### config.mk
export PLATFORM = sky130hd
export DESIGN_NAME = vt52_command_handler
export DESIGN_NICKNAME = d
export VERILOG_FILES = /design/src/term_pkg.sv /design/src/vt52_decoder.sv /design/src/cursor_unit.sv /design/src/screen_writer.sv /design/src/vt52_command_handler.sv
export SDC_FILE = /design/constraint.sdc
export NUM_CORES = 1
export LEC_CHECK = 0
export CAP_MARGIN = 20
export CORE_MARGIN = 1.5
export CORE_UTILIZATION = 32
export CTS_BUF_LIST = sky130_fd_sc_hd__clkbuf_8
export DETAILED_ROUTE_END_ITERATION = 7
export DONT_BUFFER_PORTS = 1
export PLACE_DENSITY_LB_ADDON = 0.2
export SLEW_MARGIN = 20
export SYNTH_ARGS = -nofsm -noshare
export SYNTH_HDL_FRONTEND = slang
export SYNTH_HIERARCHICAL = 1
export SYNTH_SLANG_ARGS = --single-unit
### constraint.sdc
create_clock -name clk -period 15.15 [get_ports clk]
set_input_delay 1.515 -clock clk [delete_from_list [all_inputs] [get_ports clk]]
set_output_delay 1.515 -clock clk [all_outputs]
set_load 0.01 [all_outputs]
### src/term_pkg.sv
// terminal package: byte type, control codes and the decoder command set
package term_pkg;

   // received byte or screen character
   typedef logic [7:0] byte_t;

   // control characters handled in the normal state
   localparam byte_t code_bs    = 8'h08;
   localparam byte_t code_lf    = 8'h0a;
   localparam byte_t code_cr    = 8'h0d;
   localparam byte_t code_esc   = 8'h1b;

   // fill character, also the bias of ESC Y coordinates
   localparam byte_t code_space = 8'h20;

   // printable range, both ends included
   localparam byte_t print_first = 8'h20;
   localparam byte_t print_last  = 8'h7e;

   // commands from the decoder to the cursor unit, valid in the accept cycle
   typedef enum logic [3:0] {
      cmd_none,
      cmd_print,
      // BS and ESC D
      cmd_left,
      cmd_right,
      cmd_up,
      cmd_down,
      cmd_cr,
      cmd_lf,
      cmd_home,
      cmd_goto,
      cmd_erase_eol
   } cmd_t;

endpackage

### src/vt52_decoder.sv
// vt52 byte parser turning accepted host bytes into cursor and erase commands
`timescale 1ns/1ns

module vt52_decoder #(
   parameter ROWS     = 24,
   parameter COLS     = 80,
   parameter ROW_BITS = 5,
   parameter COL_BITS = 7
) (
   input  logic                clk,
   input  logic                clr,
   input  term_pkg::byte_t     data,
   input  logic                valid,
   input  logic                fill_busy,
   input  logic                goto_busy,
   input  logic [ROW_BITS-1:0] cursor_y,
   output logic                ready,
   output term_pkg::cmd_t      cmd,
   output term_pkg::byte_t     cmd_char,
   output logic [ROW_BITS-1:0] goto_row,
   output logic [COL_BITS-1:0] goto_col
);

   typedef logic [COL_BITS-1:0] col_t;

   // st_row and st_col collect the two ESC Y coordinate bytes
   typedef enum logic [1:0] {
      st_normal,
      st_esc,
      st_row,
      st_col
   } state_t;

   state_t state;

   logic            accept;
   logic            printable;
   term_pkg::byte_t offset;
   logic            row_ok;
   logic            col_ok;

   // no byte is taken while the screen fill or the ESC Y pipeline runs
   assign ready  = !(fill_busy || goto_busy);
   assign accept = valid && ready;

   assign printable = (data >= term_pkg::print_first) && (data <= term_pkg::print_last);

   // coordinate bytes are biased by the space code
   assign offset = data - term_pkg::code_space;
   assign row_ok = (data >= term_pkg::code_space) && (offset < term_pkg::byte_t'(ROWS));
   assign col_ok = (data >= term_pkg::code_space) && (offset < term_pkg::byte_t'(COLS));

   assign cmd_char = data;

   always_comb begin
      cmd = term_pkg::cmd_none;
      if (accept) begin
         case (state)
            st_normal: begin
               if (printable) begin
                  cmd = term_pkg::cmd_print;
               end else begin
                  case (data)
                     term_pkg::code_bs: cmd = term_pkg::cmd_left;
                     term_pkg::code_cr: cmd = term_pkg::cmd_cr;
                     term_pkg::code_lf: cmd = term_pkg::cmd_lf;
                     default:           cmd = term_pkg::cmd_none;
                  endcase
               end
            end
            st_esc: begin
               case (data)
                  "A":     cmd = term_pkg::cmd_up;
                  "B":     cmd = term_pkg::cmd_down;
                  "C":     cmd = term_pkg::cmd_right;
                  "D":     cmd = term_pkg::cmd_left;
                  "H":     cmd = term_pkg::cmd_home;
                  "K":     cmd = term_pkg::cmd_erase_eol;
                  default: cmd = term_pkg::cmd_none;
               endcase
            end
            // column byte completes ESC Y
            st_col:  cmd = term_pkg::cmd_goto;
            default: cmd = term_pkg::cmd_none;
         endcase
      end
   end

   always_ff @(posedge clk or posedge clr) begin
      if (clr) begin
         state <= st_normal;
      end else if (accept) begin
         case (state)
            st_normal: begin
               if (data == term_pkg::code_esc) begin
                  state <= st_esc;
               end
            end
            st_esc: begin
               // a second ESC keeps the sequence open
               if (data == "Y") begin
                  state <= st_row;
               end else if (data != term_pkg::code_esc) begin
                  state <= st_normal;
               end
            end
            st_row:  state <= st_col;
            st_col:  state <= st_normal;
            default: state <= st_normal;
         endcase
      end
   end

   // out of range row keeps the current row and out of range column goes to the last one
   always_ff @(posedge clk) begin
      if (accept && state == st_row) begin
         goto_row <= row_ok ? offset[ROW_BITS-1:0] : cursor_y;
      end
      if (accept && state == st_col) begin
         goto_col <= col_ok ? offset[COL_BITS-1:0] : col_t'(COLS-1);
      end
   end

endmodule

### src/cursor_unit.sv
// cursor unit: cursor position, row and character addresses, scroll origin, ESC Y pipeline
`timescale 1ns/1ns

module cursor_unit #(
   parameter ROWS      = 24,
   parameter COLS      = 80,
   parameter ROW_BITS  = 5,
   parameter COL_BITS  = 7,
   parameter ADDR_BITS = 11
) (
   input  logic                 clk,
   input  logic                 clr,
   input  term_pkg::cmd_t       cmd,
   input  term_pkg::byte_t      cmd_char,
   input  logic [ROW_BITS-1:0]  goto_row,
   input  logic [COL_BITS-1:0]  goto_col,
   output logic                 goto_busy,
   output logic                 put_req,
   output logic [ADDR_BITS-1:0] put_addr,
   output term_pkg::byte_t      put_char,
   output logic                 fill_req,
   output logic [ADDR_BITS-1:0] fill_first,
   output logic [ADDR_BITS-1:0] fill_last,
   output logic [COL_BITS-1:0]  new_cursor_x,
   output logic [ROW_BITS-1:0]  new_cursor_y,
   output logic                 new_cursor_wen,
   output logic [ADDR_BITS-1:0] new_first_char,
   output logic                 new_first_char_wen
);

   localparam LAST_ROW = (ROWS-1) * COLS;
   localparam BUF_SIZE = ROWS * COLS;

   typedef logic [ADDR_BITS-1:0] addr_t;
   // one extra bit holds origin plus row offset before the wrap
   typedef logic [ADDR_BITS:0]   wide_addr_t;
   typedef logic [ROW_BITS-1:0]  row_t;
   typedef logic [COL_BITS-1:0]  col_t;

   addr_t      row_addr;
   addr_t      char_addr;
   addr_t      row_down;
   addr_t      row_up;
   addr_t      origin_next;
   logic       on_last_row;
   wide_addr_t goto_sum;
   addr_t      goto_addr;
   logic       goto_s1;
   logic       goto_s2;

   assign on_last_row = (new_cursor_y == row_t'(ROWS-1));

   // neighbouring rows in the circular buffer
   assign row_down    = (row_addr == addr_t'(LAST_ROW)) ? '0 : row_addr + addr_t'(COLS);
   assign row_up      = (row_addr == '0) ? addr_t'(LAST_ROW) : row_addr - addr_t'(COLS);
   assign origin_next = (new_first_char == addr_t'(LAST_ROW)) ? '0
                                                             : new_first_char + addr_t'(COLS);

   assign put_req  = (cmd == term_pkg::cmd_print);
   assign put_addr = char_addr;
   assign put_char = cmd_char;

   // ESC K clears the rest of the cursor row, a scroll clears the row leaving the top
   assign fill_req = (cmd == term_pkg::cmd_erase_eol) || (cmd == term_pkg::cmd_lf && on_last_row);
   always_comb begin
      if (cmd == term_pkg::cmd_erase_eol) begin
         fill_first = char_addr;
         fill_last  = row_addr + addr_t'(COLS-1);
      end else begin
         fill_first = new_first_char;
         fill_last  = new_first_char + addr_t'(COLS-1);
      end
   end

   assign goto_busy = goto_s1 || goto_s2;

   // ESC Y address pipeline
   always_ff @(posedge clk) begin
      if (cmd == term_pkg::cmd_goto) begin
         goto_sum <= {1'b0, new_first_char} + wide_addr_t'(goto_row) * wide_addr_t'(COLS);
      end
      if (goto_s1) begin
         if (goto_sum >= wide_addr_t'(BUF_SIZE)) begin
            goto_addr <= addr_t'(goto_sum - wide_addr_t'(BUF_SIZE));
         end else begin
            goto_addr <= goto_sum[ADDR_BITS-1:0];
         end
      end
   end

   always_ff @(posedge clk or posedge clr) begin
      if (clr) begin
         new_cursor_x       <= '0;
         new_cursor_y       <= '0;
         new_cursor_wen     <= 1'b0;
         new_first_char     <= '0;
         new_first_char_wen <= 1'b0;
         row_addr           <= '0;
         char_addr          <= '0;
         goto_s1            <= 1'b0;
         goto_s2            <= 1'b0;
      end else begin
         // strobes are single cycle unless set again below
         new_cursor_wen     <= 1'b0;
         new_first_char_wen <= 1'b0;
         goto_s1            <= (cmd == term_pkg::cmd_goto);
         goto_s2            <= goto_s1;

         if (goto_s2) begin
            new_cursor_x   <= goto_col;
            new_cursor_y   <= goto_row;
            row_addr       <= goto_addr;
            char_addr      <= goto_addr + addr_t'(goto_col);
            new_cursor_wen <= 1'b1;
         end

         case (cmd)
            term_pkg::cmd_print, term_pkg::cmd_right: begin
               // no auto wrap at the right margin
               if (new_cursor_x != col_t'(COLS-1)) begin
                  new_cursor_x   <= new_cursor_x + 1'b1;
                  char_addr      <= char_addr + 1'b1;
                  new_cursor_wen <= 1'b1;
               end
            end
            term_pkg::cmd_left: begin
               if (new_cursor_x != '0) begin
                  new_cursor_x   <= new_cursor_x - 1'b1;
                  char_addr      <= char_addr - 1'b1;
                  new_cursor_wen <= 1'b1;
               end
            end
            term_pkg::cmd_up: begin
               if (new_cursor_y != '0) begin
                  new_cursor_y   <= new_cursor_y - 1'b1;
                  row_addr       <= row_up;
                  char_addr      <= row_up + addr_t'(new_cursor_x);
                  new_cursor_wen <= 1'b1;
               end
            end
            term_pkg::cmd_down, term_pkg::cmd_lf: begin
               if (!on_last_row) begin
                  new_cursor_y   <= new_cursor_y + 1'b1;
                  row_addr       <= row_down;
                  char_addr      <= row_down + addr_t'(new_cursor_x);
                  new_cursor_wen <= 1'b1;
               end else if (cmd == term_pkg::cmd_lf) begin
                  // scroll: the old top row becomes the new bottom row
                  new_first_char     <= origin_next;
                  new_first_char_wen <= 1'b1;
                  row_addr           <= row_down;
                  char_addr          <= row_down + addr_t'(new_cursor_x);
               end
            end
            term_pkg::cmd_cr: begin
               if (new_cursor_x != '0) begin
                  new_cursor_x   <= '0;
                  char_addr      <= row_addr;
                  new_cursor_wen <= 1'b1;
               end
            end
            term_pkg::cmd_home: begin
               new_cursor_x   <= '0;
               new_cursor_y   <= '0;
               row_addr       <= new_first_char;
               char_addr      <= new_first_char;
               new_cursor_wen <= 1'b1;
            end
            default: begin
            end
         endcase
      end
   end

endmodule

### src/screen_writer.sv
// screen writer: registered buffer write port for single characters and space fills
`timescale 1ns/1ns

module screen_writer #(
   parameter ROWS      = 24,
   parameter COLS      = 80,
   parameter ADDR_BITS = 11
) (
   input  logic                 clk,
   input  logic                 clr,
   input  logic                 put_req,
   input  logic [ADDR_BITS-1:0] put_addr,
   input  term_pkg::byte_t      put_char,
   input  logic                 fill_req,
   input  logic [ADDR_BITS-1:0] fill_first,
   input  logic [ADDR_BITS-1:0] fill_last,
   output logic                 fill_busy,
   output term_pkg::byte_t      new_char,
   output logic [ADDR_BITS-1:0] new_char_address,
   output logic                 new_char_wen
);

   localparam BUF_SIZE = ROWS * COLS;

   typedef logic [ADDR_BITS-1:0] addr_t;

   addr_t fill_end;
   addr_t fill_step;

   // the fill runs through the end of the buffer back to address 0
   assign fill_step = (new_char_address == addr_t'(BUF_SIZE-1)) ? '0 : new_char_address + 1'b1;

   always_ff @(posedge clk) begin
      if (fill_req && !fill_busy) begin
         fill_end <= fill_last;
      end
   end

   always_ff @(posedge clk or posedge clr) begin
      if (clr) begin
         fill_busy        <= 1'b0;
         new_char         <= '0;
         new_char_address <= '0;
         new_char_wen     <= 1'b0;
      end else if (fill_busy) begin
         // busy stays high for exactly the fill write cycles
         if (new_char_address == fill_end) begin
            fill_busy    <= 1'b0;
            new_char_wen <= 1'b0;
         end else begin
            new_char_address <= fill_step;
            new_char_wen     <= 1'b1;
         end
      end else if (fill_req) begin
         fill_busy        <= 1'b1;
         new_char         <= term_pkg::code_space;
         new_char_address <= fill_first;
         new_char_wen     <= 1'b1;
      end else if (put_req) begin
         new_char         <= put_char;
         new_char_address <= put_addr;
         new_char_wen     <= 1'b1;
      end else begin
         new_char_wen <= 1'b0;
      end
   end

endmodule

### src/vt52_command_handler.sv
// vt52 command handler top: byte parser, cursor unit and screen writer
`timescale 1ns/1ns

module vt52_command_handler #(
   parameter ROWS      = 24,
   parameter COLS      = 80,
   parameter ROW_BITS  = 5,
   parameter COL_BITS  = 7,
   parameter ADDR_BITS = 11
) (
   input  logic                 clk,
   input  logic                 clr,
   input  term_pkg::byte_t      data,
   input  logic                 valid,
   output logic                 ready,
   output term_pkg::byte_t      new_char,
   output logic [ADDR_BITS-1:0] new_char_address,
   output logic                 new_char_wen,
   output logic [COL_BITS-1:0]  new_cursor_x,
   output logic [ROW_BITS-1:0]  new_cursor_y,
   output logic                 new_cursor_wen,
   output logic [ADDR_BITS-1:0] new_first_char,
   output logic                 new_first_char_wen
);

   // decoder to cursor unit
   term_pkg::cmd_t        cmd;
   term_pkg::byte_t       cmd_char;
   logic [ROW_BITS-1:0]   goto_row;
   logic [COL_BITS-1:0]   goto_col;

   // cursor unit to screen writer
   logic                  put_req;
   logic [ADDR_BITS-1:0]  put_addr;
   term_pkg::byte_t       put_char;
   logic                  fill_req;
   logic [ADDR_BITS-1:0]  fill_first;
   logic [ADDR_BITS-1:0]  fill_last;

   // busy back to the decoder
   logic                  fill_busy;
   logic                  goto_busy;

   vt52_decoder #(
      .ROWS     (ROWS),
      .COLS     (COLS),
      .ROW_BITS (ROW_BITS),
      .COL_BITS (COL_BITS)
   ) u_decoder (
      .clk       (clk),
      .clr       (clr),
      .data      (data),
      .valid     (valid),
      .fill_busy (fill_busy),
      .goto_busy (goto_busy),
      .cursor_y  (new_cursor_y),
      .ready     (ready),
      .cmd       (cmd),
      .cmd_char  (cmd_char),
      .goto_row  (goto_row),
      .goto_col  (goto_col)
   );

   cursor_unit #(
      .ROWS      (ROWS),
      .COLS      (COLS),
      .ROW_BITS  (ROW_BITS),
      .COL_BITS  (COL_BITS),
      .ADDR_BITS (ADDR_BITS)
   ) u_cursor (
      .clk                (clk),
      .clr                (clr),
      .cmd                (cmd),
      .cmd_char           (cmd_char),
      .goto_row           (goto_row),
      .goto_col           (goto_col),
      .goto_busy          (goto_busy),
      .put_req            (put_req),
      .put_addr           (put_addr),
      .put_char           (put_char),
      .fill_req           (fill_req),
      .fill_first         (fill_first),
      .fill_last          (fill_last),
      .new_cursor_x       (new_cursor_x),
      .new_cursor_y       (new_cursor_y),
      .new_cursor_wen     (new_cursor_wen),
      .new_first_char     (new_first_char),
      .new_first_char_wen (new_first_char_wen)
   );

   screen_writer #(
      .ROWS      (ROWS),
      .COLS      (COLS),
      .ADDR_BITS (ADDR_BITS)
   ) u_writer (
      .clk              (clk),
      .clr              (clr),
      .put_req          (put_req),
      .put_addr         (put_addr),
      .put_char         (put_char),
      .fill_req         (fill_req),
      .fill_first       (fill_first),
      .fill_last        (fill_last),
      .fill_busy        (fill_busy),
      .new_char         (new_char),
      .new_char_address (new_char_address),
      .new_char_wen     (new_char_wen)
   );

endmodule

; Word-level counts from Yosys, hierarchy flattened
; Index checks and enable logic that the tools add are counted.
[totals]
regBits = 118
in_bits = 11
output_inout_bits = 46
wordCells = 164
[classes]
add_sub_neg = 18
multipliers = 1
n_lt_le_gt_ge = 5
n_eq_ne = 34
muxes = 60
bitwise = 1
n_reduce_logical = 26
[op_table]
columns = cell, n
row1 = two-way mux 11 bit, 22
row2 = one-hot mux 11 bit (6 select lines), 1
row3 = "equality test 8 x 7 -> 1 bit, second input constant", 7
row4 = "adder 11 x 7 -> 11 bit, second input constant", 4
row5 = adder 11 x 7 -> 11 bit, 3
row6 = "equality test 11 bit, second input constant", 3
row7 = one-hot mux 11 bit (3 select lines), 1
row8 = two-way mux 7 bit, 4
row9 = one-hot mux 7 bit (4 select lines), 1
row10 = "equality test 8 x 4 -> 1 bit, second input constant", 3
row11 = one-hot mux 4 bit (6 select lines), 1
row12 = "adder 11 x 1 -> 11 bit, second input constant", 2
row13 = two-way mux 5 bit, 4
row14 = "equality test 4 x 3 -> 1 bit, second input constant", 4
row15 = two-way mux 8 bit, 2
row16 = one-hot mux 5 bit (3 select lines), 1
row17 = two-way mux 1 bit, 14
row18 = adder 11 x 12 -> 12 bit, 1
row19 = "equality test 4 bit, second input constant", 3
row20 = ">= comparator 12 x 11 -> 1 bit, second input constant", 1
row21 = one-hot mux 4 bit (3 select lines), 1
row22 = equality test 11 bit, 1
row23 = zero test 11 bit, 1
row24 = "subtractor 11 x 1 -> 11 bit, second input constant", 1
row25 = 40 further kinds, 59

; Logic depth before layout (Yosys ltp)
; Gate-level depths: netlist of the first run.
[depth]
ltp_word = 10
depth_mapped = 19
ltp_nobuf = 13

; Cells and area by module
; The synthesis of the first run kept the hierarchy.
[modules_own_cells]
columns = module, n_inst, cells_each, area_per_inst_um2, seq_area_each_um2
row1 = cursor_unit, 1, 796, 6461.2, 1576.5
row2 = screen_writer, 1, 172, 1786.7, 855.8
row3 = vt52_decoder, 1, 100, 1026.0, 410.4

; Least setup slack after synthesis of the first run
; No wires, ideal clock.
[synth_timing]
path_type = input to register
from = input port data[7]
to = register u_writer.fill_end[10] (data pin)
setup_time_ns = 0.268
t_arrival_ns = 4.827
required_ns = 14.882
path_slack_ns = 10.055
path_stages = 15
path_buffers = 4
cell_sequence = buf_6 > nor4b_4 > or4b_1 > a21oi_1 > buf_2 > nor4bb_1 > clkbuf_1 > clkbuf_1 > nand2_1 > ha_1 > o32ai_1 > a21oi_2 > nor2_1 > xnor2_1 > mux2i_1
[synth_via]
word_cells_on_any_way = 19
classes_between = 2 x order compare / 10 x eq/ne / 6 x mux / 1 x reduce/logical
[synth_rtl]
columns = element, line
row1 = from (decl), vt52_command_handler.sv:13  ; input term_pkg::byte_t data,
row2 = equality test 8 x 7 -> 1 bit, vt52_decoder.sv:72  ; case (data)
row3 = one-hot mux 4 bit (6 select lines) (*), vt52_decoder.sv:72
row4 = one-hot mux 4 bit (3 select lines) (*), vt52_decoder.sv:58  ; case (state)
row5 = two-way mux 4 bit (*), vt52_decoder.sv:57  ; if (accept) begin
row6 = via cmd[3], vt52_command_handler.sv:27  ; term_pkg::cmd_t cmd;
row7 = equality test 4 bit (*), cursor_unit.sv:66  ; if (cmd == term_pkg::cmd_erase_eol) begin
row8 = two-way mux 11 bit (*), cursor_unit.sv:66
row9 = via fill_last[10], vt52_command_handler.sv:38  ; logic [ADDR_BITS-1:0] fill_last;
row10 = to (signal assigned), screen_writer.sv:35  ; fill_end <= fill_last;
row11 = to (decl), screen_writer.sv:27  ; addr_t fill_end;
; The timed path passes the listed nets; every way through them passes the cells marked *.
; A chain may end at the register's enable or synchronous reset.

; Final worst setup path of the first run
[layout_timing]
from = register u_cursor.goto_s2
to = register u_writer.new_char_address[9]
[layout_via]
elab_chain_cells = 10
word_cells_on_any_way = 15
classes_between = 3 x eq/ne / 4 x mux / 8 x reduce/logical
[layout_rtl]
columns = element, line
row1 = from (decl), cursor_unit.sv:49  ; logic goto_s2;
row2 = from (signal assigned), cursor_unit.sv:107  ; goto_s2 <= goto_s1;
row3 = logical OR 1 bit (*), cursor_unit.sv:75  ; assign goto_busy = goto_s1 || goto_s2;
row4 = via goto_busy, vt52_command_handler.sv:42  ; logic goto_busy;
row5 = logical OR 1 bit (*), vt52_decoder.sv:43  ; assign ready = !(fill_busy || goto_busy);
row6 = zero test 1 bit (*), vt52_decoder.sv:43
row7 = logical AND 1 bit (*), vt52_decoder.sv:44  ; assign accept = valid && ready;
row8 = two-way mux 4 bit (*), vt52_decoder.sv:57
row9 = via cmd[0], vt52_command_handler.sv:27
row10 = equality test 4 x 3 -> 1 bit, cursor_unit.sv:64  ; assign fill_req = (cmd == term_pkg::cmd_erase_eol) || (cmd == term_pkg::cmd_lf && on_last_row);
row11 = logical AND 1 bit, cursor_unit.sv:64
row12 = logical OR 1 bit (*), cursor_unit.sv:64
row13 = via fill_req, vt52_command_handler.sv:36  ; logic fill_req;
row14 = nonzero test 3 bit (no source line) / two-way mux 11 bit (equally long branches), --
row15 = AND reduction 2 bit (no source line) / two-way mux 11 bit (equally long branches), --
row16 = to (signal assigned), screen_writer.sv:51  ; new_char_address <= fill_step;
row17 = to (signal assigned), screen_writer.sv:57  ; new_char_address <= fill_first;
row18 = to (signal assigned), screen_writer.sv:61  ; new_char_address <= put_addr;
row19 = to (decl), screen_writer.sv:19  ; output logic [ADDR_BITS-1:0] new_char_address,
; Marked as above.

==> reports/metrics.yaml, run 1 <==
detailed_routing:
  routed_wirelength_um: 29500
  first_pass_iters: 5
  final_antenna_net_count: 0
  drtIter0Drc: 616
  vias: 7839
  via_per_inst: 5.66
  wire_per_inst_um: 21.3
  drcViolationCount: 0
floorplanning:
  die_y_um: 173
  start_util_pct: 32.4
  ios: 57
  rows: 62
  fp.coreArea_um2: 28600
  die-area_um2: 30000
  fp.dieW_um: 173
finish:
  syn2layout_area_growth_pct: 2.95
  fin_nets: 1056
  fillerInstances: 2988
  multi_input_comb_area_um2: 5750
  final_cell_area_um2: 9550
  antenna_cells: 0
  instances_no_fill: 1386
  layout_commonest_cell: "nand2_1"
  final_cell_mix: "nand2_1, nor2_1, dfrtp_1"
  seqCellArea_um2: 2840
  drive_above_1_share_pct: 8.18
sta:
  setup_viol: 0
  finClkSkew_ns: 0.0247
  period_minus_slack_ns: 5.33
  timing.slew.headroom_pct: 30.0
  period_share_pct: 35.2
  rsz0062_at_grt: "no"
  drv_slew: 0
  max_freq_ghz: 0.188
  finalHoldViolations: 0
  worst_pin_slew_ns: 1.05
  tns_ns: 0
worst_setup_path:
  path_max_fanout: 41
  crit_type: "reg -> reg"
  critPathArrivalTime_ns: 5.66
  required_ns: 15.48
  endpoint_kind: "register"
  start_kind: "register"
  r2r_slack_ns: 9.82
placement:
  place_area_um2: 9350
  dp_cells: 1369
  numPortBuffers: 0
  hpwl_um: 21700
  gp_congestion: 0.891
clock_network:
  root_buffer: "clkbuf_8"
  tritoncts: "built"
  clockBufferDepth: 2
  cts_made_buffers: 9
  clock_sinks: 106
  cts_hold_buf: 0
  cts_resized: 0
  clk_latency_ns: 0.41
  htree_levels: 3
  clkTransAtPathRegs_ns: 0.12
  cts_setup_buffers: 0
run_status:
  status: "complete, no violations"
logic_synthesis:
  synth-edff-count: 38
  async_flop_share_pct: 64.2
  avgSynthCellArea_um2: 8.68
  synth_warnings: 6
  ys_seq_area_share_pct: 30.7
  synthFlopType: "dfrtp_1"
  synth_area_um2: 9270
  ys_ff_latch: 106
  synthCells: 1068
  synthDistinctLibCells: 102
grt:
  antenna_found_initial: 2
  grt_usage_pct: 19.9
  grt_pass1_wl_um: 46000
  grt_pass1_vias: 7509
  grt_start_max_net_pins: 46
  grt_overflow: 0
min_path:
  hold_path_class: "reg -> reg"
pwr:
  ir_drop_v: 0.0000697
  total_power_mw: 1.42
  powerDensity_nw_per_um2: 148
  static-leakage-power_nw: 3.63
job:
  maxCapViolations: 0
[report_power, final]
| group | internal (mW) | switching (mW) | total [mW] |
|---|---|---|---|
| logic | 0.286 | 0.371 | 0.656 |
| clock network | 0.0646 | 0.118 | 0.183 |
| registers | 0.363 | 0.216 | 0.578 |
| total | 0.713 | 0.704 | 1.42 |
[registers in the layout, summed over array words and instances (netlist names)]
name,count
u_decoder/state,2
u_cursor/goto_s2,1
u_writer/fill_end,11
u_cursor/row_addr,11
u_decoder/goto_row,5
u_cursor/goto_addr,7
u_writer/new_char,8
u_writer/new_char_address,11
u_cursor/new_cursor_y,5
u_cursor/new_first_char,7
u_writer/new_char_wen,1
u_decoder/goto_col,7
u_writer/fill_busy,1
u_cursor/new_first_char_wen,1
u_cursor/goto_s1,1
u_cursor/put_addr,11
u_cursor/new_cursor_x,7
u_cursor/goto_sum,8
u_cursor/new_cursor_wen,1
[layer usage]
metal	track usage, %	up-vias	wire (µm)
met2	32.7	268	13800
met3	3.57	41	1650
li1	-	3715	-
met5	0	-	27
met1	26.6	3811	13400
met4	6.01	4	623
[worst max-delay path, stage by stage (launching register included)]
cell and delay [ns]:
dfrtp_2 0.40, buf_4 0.30, or2_2 0.38, or3b_2 0.57, a2111oi_4 0.36, buf_4 0.29
and3b_1 0.42, nand3_1 0.50, nand2_1 0.70, nor2_1 0.13, or2_2 0.46, and4_2 0.29
a211o_1 0.24, a22oi_1 0.18
[worst paths after layout]
path                                      start                      endpoint  cells past startpoint
setup / recovery               u_cursor/goto_s2  u_writer/new_char_address[9]                     13
hold reg to reg            u_cursor/goto_sum[6]         u_cursor/goto_addr[6]                      0
hold / removal             u_cursor/goto_sum[6]         u_cursor/goto_addr[6]                      0
setup reg to reg               u_cursor/goto_s2  u_writer/new_char_address[9]                     13
min in group asynchronous                   clr            u_decoder/state[1]                      1
max in group asynchronous                   clr          u_cursor/put_addr[6]                      2
[cells in the mapped netlist (all sizes together) (9+ instances only)]
library cell | n | area (µm²)
nand2 | 104 | 400
nor2 | 91 | 359
dfrtp | 68 | 1700
o21ai | 67 | 335
buf | 63 | 402
a21oi | 53 | 280
inv | 51 | 191
ha | 44 | 551
xnor2 | 42 | 368
edfxtp | 38 | 1140
mux2i | 36 | 360
xor2 | 35 | 307
clkbuf | 34 | 128
nand3 | 26 | 135
a31oi | 21 | 131
nor3 | 19 | 105
nor2b | 18 | 120
o22ai | 13 | 87.6
o31ai | 13 | 116
and2 | 11 | 68.8
o211ai | 11 | 82.6
a22oi | 10 | 80.1
nor4 | 10 | 111
a21o | 9 | 67.6
a22o | 9 | 78.8
and3 | 9 | 57.6
nor4b | 9 | 115
o221ai | 9 | 78.8
[layout make-up]
type / instances / area share, %
repair buffers: 12 / 0.944
multi-input cells: 817 / 60.2
well taps: 384 / 5.03
clock buffers: 9 / 1.30
inverters: 51 / 2.00
clock inverters: 7 / 0.721
flip-flops and latches: 106 / 29.8
[logic make-up after synthesis]
kind of cell / Yosys count / synth area share [%]
xor+xnor: 77 / 7.27
buf+inv: 148 / 7.77
fa+ha+maj: 50 / 7.02
other cells: 1 / 0.0404
flops: 106 / 30.7
mux: 44 / 4.94
compound gates: 286 / 21.4
simple gates: 356 / 20.9
[per-stage QoR]
step	util (%)	hold slack [ns]	worst slack, ns
4_1_cts	33.3	0.436	9.86
3_3_place_gp	32.7	0.401	9.58
5_1_grt	33.4	0.441	9.49
6_report	33.4	0.435	9.82
3_5_place_dp	32.7	0.405	9.48
2_1_floorplan	-	0.400	10.06
Note: power is estimated with default switching activity, not from simulation.
==> inputs of run 2 (changes only) <==
==> constraint.sdc (replaced) <==
create_clock -name clk -period 4.65 [get_ports clk]
set_input_delay 0.465 -clock clk [delete_from_list [all_inputs] [get_ports clk]]
set_output_delay 0.465 -clock clk [all_outputs]
set_load 0.01 [all_outputs]
==> run 2 against run 1 <==
  * Register-to-register slack lost 9.3 ns
  * First-iteration DRC count grew 13%
  * Clock power grew to 3.2 times the previous value
  * Critical endpoint unchanged
  * Largest cell class unchanged
==> reports/metrics.yaml, run 2 (synthesis results as in run 1) <==
grt:
  grt_overflow: 0  # unchanged
  grt_start_max_net_pins: 46  # unchanged
  grt_pass1_wl_um: 46400  # +0.78%
  antenna_found_initial: 0  # -2
  grt_pass1_vias: 7647  # +1.8%
  grt_usage_pct: 20.1  # +0.19 points
worst_setup_path:
  worstRegToRegCells: 13  # unchanged
  path_max_fanout: 13  # -68%
  r2r_slack_ns: 0.47  # -9.35 ns
  cp_slowest_cell: "or3b_2"
  critPathArrivalTime_ns: 4.50  # -1.16 ns
  r2r-end: "u_writer/new_char_address[9]"
  start_kind: "register"
  crit_chain: "or2_2, or3b_2, a2111oi_4, buf_4, and3b_1, nand3_1, buf_4, nand2_1, nor2_1, or2_2, and4_2, a211o_1, a22oi_1"
  path_buf_inv: 2  # unchanged
  path_delay_family: "simple AND/OR/NAND/NOR gates"
  endpoint_kind: "register"
  crit_type: "reg -> reg"
  required_ns: 4.97  # -10.51 ns
  slowest_delay_ns: 0.58  # -0.12 ns
  worstReg2RegStart: "u_cursor/goto_s1"
clock_network:
  root_buffer: "clkbuf_8"
  clockBufferDepth: 2  # unchanged
  clk_latency_ns: 0.40  # about the same
  cts_made_buffers: 9  # unchanged
  cts_resized: 0  # unchanged
  htree_levels: 3  # unchanged
  cts_setup_buffers: 0  # unchanged
  tritoncts: "built"
  clock_sinks: 106  # unchanged
  clkTransAtPathRegs_ns: 0.12  # about the same
min_path:
  hold_path_class: "in -> async"
detailed_routing:
  first_pass_iters: 6  # +1
  drtIter0Drc: 696  # +13%
  vias: 7944  # +1.3%
  routed_wirelength_um: 30200  # +2.4%
  final_antenna_net_count: 0  # unchanged
  drcViolationCount: 0  # unchanged
  via_per_inst: 5.69  # +0.61%
  wire_per_inst_um: 21.7  # +1.7%
finish:
  final_cell_mix: "nand2_1, nor2_1, dfrtp_1"
  layout_commonest_cell: "nand2_1"
  syn2layout_area_growth_pct: 3.83
  drive_above_1_share_pct: 9.09  # +0.91 points
  fillerInstances: 2950  # -1.3%
  antenna_cells: 0  # unchanged
  fin_nets: 1066  # +0.95%
sta:
  period_minus_slack_ns: 4.18  # -1.15 ns
  finClkSkew_ns: 0.0117  # -0.0129 ns
  finalHoldViolations: 0  # unchanged
  fin_ws_ns: 0.475  # -9.35 ns
  max_freq_ghz: 0.240  # +28%
  drv_slew: 0  # unchanged
  timing.slew.headroom_pct: 29.2  # -0.80 points
  worst_pin_slew_ns: 1.06  # +0.00495 ns
  rsz0062_at_grt: "no"
  setup_viol: 0  # unchanged
  period_share_pct: 89.8  # +55 points
  tns_ns: 0  # unchanged
job:
  maxCapViolations: 0  # unchanged
placement:
  numPortBuffers: 0  # unchanged
  dp_slack_ns: 0.513  # -8.97 ns
  gp_congestion: 0.920  # +3.3%
  hpwl_um: 22400  # +3.1%
pwr:
  powerDensity_nw_per_um2: 479  # +220%
  ir_drop_v: 0.000231  # +230%
  static-leakage-power_nw: 3.68  # +1.4%
floorplanning:
  die-area_um2: 30000  # unchanged
  ios: 57  # unchanged
  start_util_pct: 32.4  # unchanged
  fp.coreArea_um2: 28600  # unchanged
  die_y_um: 173  # unchanged
  fp.dieW_um: 173  # unchanged
  rows: 62  # unchanged
run_status:
  status: "complete, no violations"
==> run 2: final cells by class <==
cell class / instances / area, µm² / area share, %
inverters: 51 / 191 / 1.99
flip-flops and latches: 106 / 2840 / 29.5
clock inverters: 7 / 70.1 / 0.728
repair buffers: 22 / 168 / 1.74
multi-input cells: 817 / 5750 / 59.7
clock buffers: 9 / 124 / 1.29
well taps: 384 / 480 / 4.99
==> run 2: timing repair <==
item                                    CTS  global route
endpoints found under the setup margin    0             0
hold buffers                              1             0
hold endpoints to repair                  2             0
==> run 2: how the worst max path moves through the flow <==
stage / startpoint / end / slack [ns] / cells after the start
global route: u_cursor/goto_s1 / u_writer/new_char_address[9] / 0.22 / 13
floorplan: u_cursor/goto_s2 / u_writer/fill_end[0] / 0.04 / 16
global placement: u_cursor/goto_s1 / u_writer/new_char_address[9] / 0.56 / 13
finish: u_cursor/goto_s1 / u_writer/new_char_address[9] / 0.47 / 13
CTS: u_cursor/goto_s1 / u_writer/new_char_address[9] / 0.48 / 13
detailed placement: u_cursor/goto_s1 / u_writer/new_char_address[4] / 0.51 / 13
==> run 2: per-stage QoR <==
step                hold WS (ns)  area (µm²)  total power, mW  utilization [%]  instances
floorplan                  0.206        9290             3.42                -       1071
global placement           0.212        9430             3.99             32.9       1379
detailed placement         0.212        9430             3.99             32.9       1379
CTS                        0.126        9630             4.61             33.6       1396
global route               0.147        9630             4.96             33.6       1396
finish                     0.113        9630             4.61             33.6       1396
==> run 2: report_power, final <==
| group | total, mW | leakage [nW] | switching [mW] | internal, mW |
|---|---|---|---|---|
| clock network | 0.590 | 0.0956 | 0.380 | 0.210 |
| registers | 1.90 | 1.22 | 0.720 | 1.18 |
| logic | 2.12 | 2.37 | 1.19 | 0.936 |
==> run 2: routing by layer <==
| layer | global-route usage [%] | part of all wire (%) | up-vias |
|---|---|---|---|
| met3 | 3.29 | 5.7 | 61 |
| met4 | 8.19 | 3.6 | 0 |
| met5 | 0 | 0 | - |
| met2 | 32.6 | 46 | 298 |
| li1 | - | - | 3734 |
| met1 | 26.6 | 45 | 3851 |
==> run 2: worst register-to-register path, stage by stage (launching register included) <==
cell and delay, ns:
dfrtp_1 0.51, or2_2 0.35, or3b_2 0.58, a2111oi_4 0.55
buf_4 0.29, and3b_1 0.20, nand3_1 0.07, buf_4 0.20
nand2_1 0.10, nor2_1 0.07, or2_2 0.46, and4_2 0.29
a211o_1 0.23, a22oi_1 0.18
==> inputs of run 3 (changes only) <==
--- a/config.mk
+++ b/config.mk
@@ -6,6 +6,7 @@
 export NUM_CORES = 1
 export LEC_CHECK = 0
 export CAP_MARGIN = 20
+export CORE_ASPECT_RATIO = 1.1
 export CORE_MARGIN = 1.5
 export CORE_UTILIZATION = 32
 export CTS_BUF_LIST = sky130_fd_sc_hd__clkbuf_8
==> run 3 against run 2 <==
  * Design area rose by 0.88%
  * Setup slack better by 0.12 ns
  * Global-route usage up 0.47 points
  * Sequential share of layout area fell by 0.26 points
  * Routed wire length hardly changed
  * Hold slack worse by 0.0049 ns
  * Register-to-register slack improved by 0.12 ns
  * Combinational power grew 9.9%
  * Clock skew up 0.010 ns
  * Critical endpoint is now u_writer/new_char_address[4]
  * Largest cell class unchanged
  * Highest routed layer unchanged
==> reports/metrics.yaml, run 3 (synthesis results as in run 1) <==
pwr:
  switching_share_pct: 49.5  # -0.074 points
  power_frac_comb_pct: 49.7  # +3.7 points
  static-leakage-power_nw: 3.74  # +1.7%
  p_switching_mw: 2.32  # +1.3%
  p_clk_share_pct: 12.6  # -0.2 points
  intPower_mw: 2.36  # +1.6%
  p_seq_share_pct: 37.7  # -3.5 points
  ir_drop_v: 0.000221  # -4.7%
  powerDensity_nw_per_um2: 482  # +0.53%
detailed_routing:
  routed_wirelength_um: 30200  # about the same
  drtIter0Drc: 729  # +4.7%
  final_antenna_net_count: 0  # unchanged
  wire_per_inst_um: 21.7  # +0.33%
  via_per_inst: 5.77  # +1.4%
  first_pass_iters: 5  # -1
  drcViolationCount: 0  # unchanged
  vias: 8023  # +0.99%
floorplanning:
  fp.coreArea_um2: 28600  # about the same
  die-area_um2: 30000  # about the same
  die_y_um: 182  # +4.8%
  ios: 57  # unchanged
  start_util_pct: 32.4  # about the same
  rows: 65  # +4.8%
  fp.dieW_um: 165  # -4.6%
sta:
  drv_slew: 0  # unchanged
  finalHoldViolations: 0  # unchanged
  setup_viol: 0  # unchanged
  fin_ws_ns: 0.591  # +0.116 ns
  max_freq_ghz: 0.246  # +2.9%
  timing.slew.headroom_pct: 40.6  # +11 points
  worst_pin_slew_ns: 0.885  # -0.171 ns
  rsz0062_at_grt: "no"
  tns_ns: 0  # unchanged
  finClkSkew_ns: 0.0218  # +0.0101 ns
  period_minus_slack_ns: 4.06  # -0.116 ns
  period_share_pct: 87.3  # -2.5 points
grt:
  grt_usage_pct: 20.5  # +0.47 points
  grt_pass1_vias: 7814  # +2.2%
  grt_pass1_wl_um: 46800  # +0.92%
  grt_start_max_net_pins: 46  # unchanged
  grt_overflow: 0  # unchanged
  antenna_found_initial: 0  # unchanged
clock_network:
  root_buffer: "clkbuf_8"
  clock_sinks: 106  # unchanged
  cts_setup_buffers: 0  # unchanged
  cts_hold_buf: 1  # unchanged
  clkTransAtPathRegs_ns: 0.12  # about the same
  cts_made_buffers: 9  # unchanged
  clk_latency_ns: 0.41  # about the same
  htree_levels: 3  # unchanged
  clockBufferDepth: 2  # unchanged
  tritoncts: "built"
  cts_resized: 0  # unchanged
worst_setup_path:
  endpoint_kind: "register"
  worstRegToRegCells: 12  # -1
  crit_cells: 12  # -1
  crit_chain: "or2_2, or3b_2, a2111oi_4, buf_4, nand3b_1, nor2_1, buf_4, nor2_1, or2_2, and4_2, o31ai_1, o21ai_0"
  cp_slowest_cell: "or3b_2"
  start_kind: "register"
  path_delay_family: "simple AND/OR/NAND/NOR gates"
  path_max_fanout: 17  # +4
  required_ns: 4.92  # -0.05 ns
  critPathArrivalTime_ns: 4.33  # -0.17 ns
  slowest_delay_ns: 0.58  # about the same
  r2r_slack_ns: 0.59  # +0.12 ns
  path_buf_inv: 2  # unchanged
  crit_type: "reg -> reg"
min_path:
  hold_path_class: "in -> async"
finish:
  antenna_cells: 0  # unchanged
  final_cell_mix: "nand2_1, nor2_1, dfrtp_1"
  layout_commonest_cell: "nand2_1"
  syn2layout_area_growth_pct: 4.75
  drive_above_1_share_pct: 10.1  # +0.98 points
  fin_nets: 1077  # +1.0%
  fillerInstances: 3034  # +2.8%
placement:
  dp_slack_ns: 0.676  # +0.162 ns
  hpwl_um: 22500  # +0.49%
  gp_congestion: 0.918  # -0.20%
  numPortBuffers: 0  # unchanged
run_status:
  status: "complete, no violations"
job:
  maxCapViolations: 0  # unchanged
## run 3: cell count changes in the layout (fill, tap and decap cells not counted), sizes merged
cell         previous run  this run
buf                    21        31
dlygate4sd3             1         2
## run 3: worst register-to-register path: cells and delay by family (launching register included)
kind                   cells  cell delay, ns
flip-flops                 1            0.51
buffers and inverters      2            0.47
AND/OR/NAND/NOR            7            2.21
AO/OA/AOI/OAI              3            0.75
## run 3: worst paths after layout
check                                          start                      endpoint
worst max-delay path                u_cursor/goto_s1  u_writer/new_char_address[4]
worst min-delay path                             clr      u_cursor/new_cursor_y[4]
worst max register to register      u_cursor/goto_s1  u_writer/new_char_address[4]
worst min register to register  u_cursor/goto_sum[6]         u_cursor/goto_addr[6]
max in group asynchronous                        clr  u_writer/new_char_address[8]
min in group clk                             data[1]          u_writer/new_char[1]
## run 3: final cells by class
cell class	instances	area, µm²	area share, %
Sequential cell	106	2840	29.3
Multi-Input combinational cell	817	5750	59.2
Timing Repair Buffer	33	273	2.81
Inverter	51	191	1.97
Tap cell	368	460	4.74
Clock inverter	7	70.1	0.721
Clock buffer	9	124	1.28
## run 3: layer usage
metal | wire length (µm) | global-route usage, % | vias up
li1 | - | - | 3770
met4 | 1030 | 7.96 | 0
met1 | 13100 | 26.9 | 3852
met5 | 0 | 0 | -
met2 | 14200 | 33.4 | 341
met3 | 1890 | 3.61 | 60
## run 3: metrics by stage
step	area (µm²)	utilization, %	std cells	power [mW]	hold slack (ns)
3_5_place_dp	9470	33.1	1372	4.05	0.211
4_1_cts	9680	33.8	1389	4.67	0.106
5_1_grt	9710	33.9	1391	5.00	0.135
2_1_floorplan	9290	-	1071	3.42	0.206
3_3_place_gp	9470	33.1	1372	4.07	0.210
6_report	9710	33.9	1391	4.68	0.108
## run 3: power groups by stage
stage / clock (mW) / sequential [mW] / combinational [mW]
after floorplan: 0 / 1.45 / 1.96
after global placement: 0 / 1.80 / 2.27
after detailed placement: 0 / 1.79 / 2.26
after CTS: 0.618 / 1.77 / 2.29
after global routing: 0.639 / 1.81 / 2.55
final: 0.589 / 1.76 / 2.33
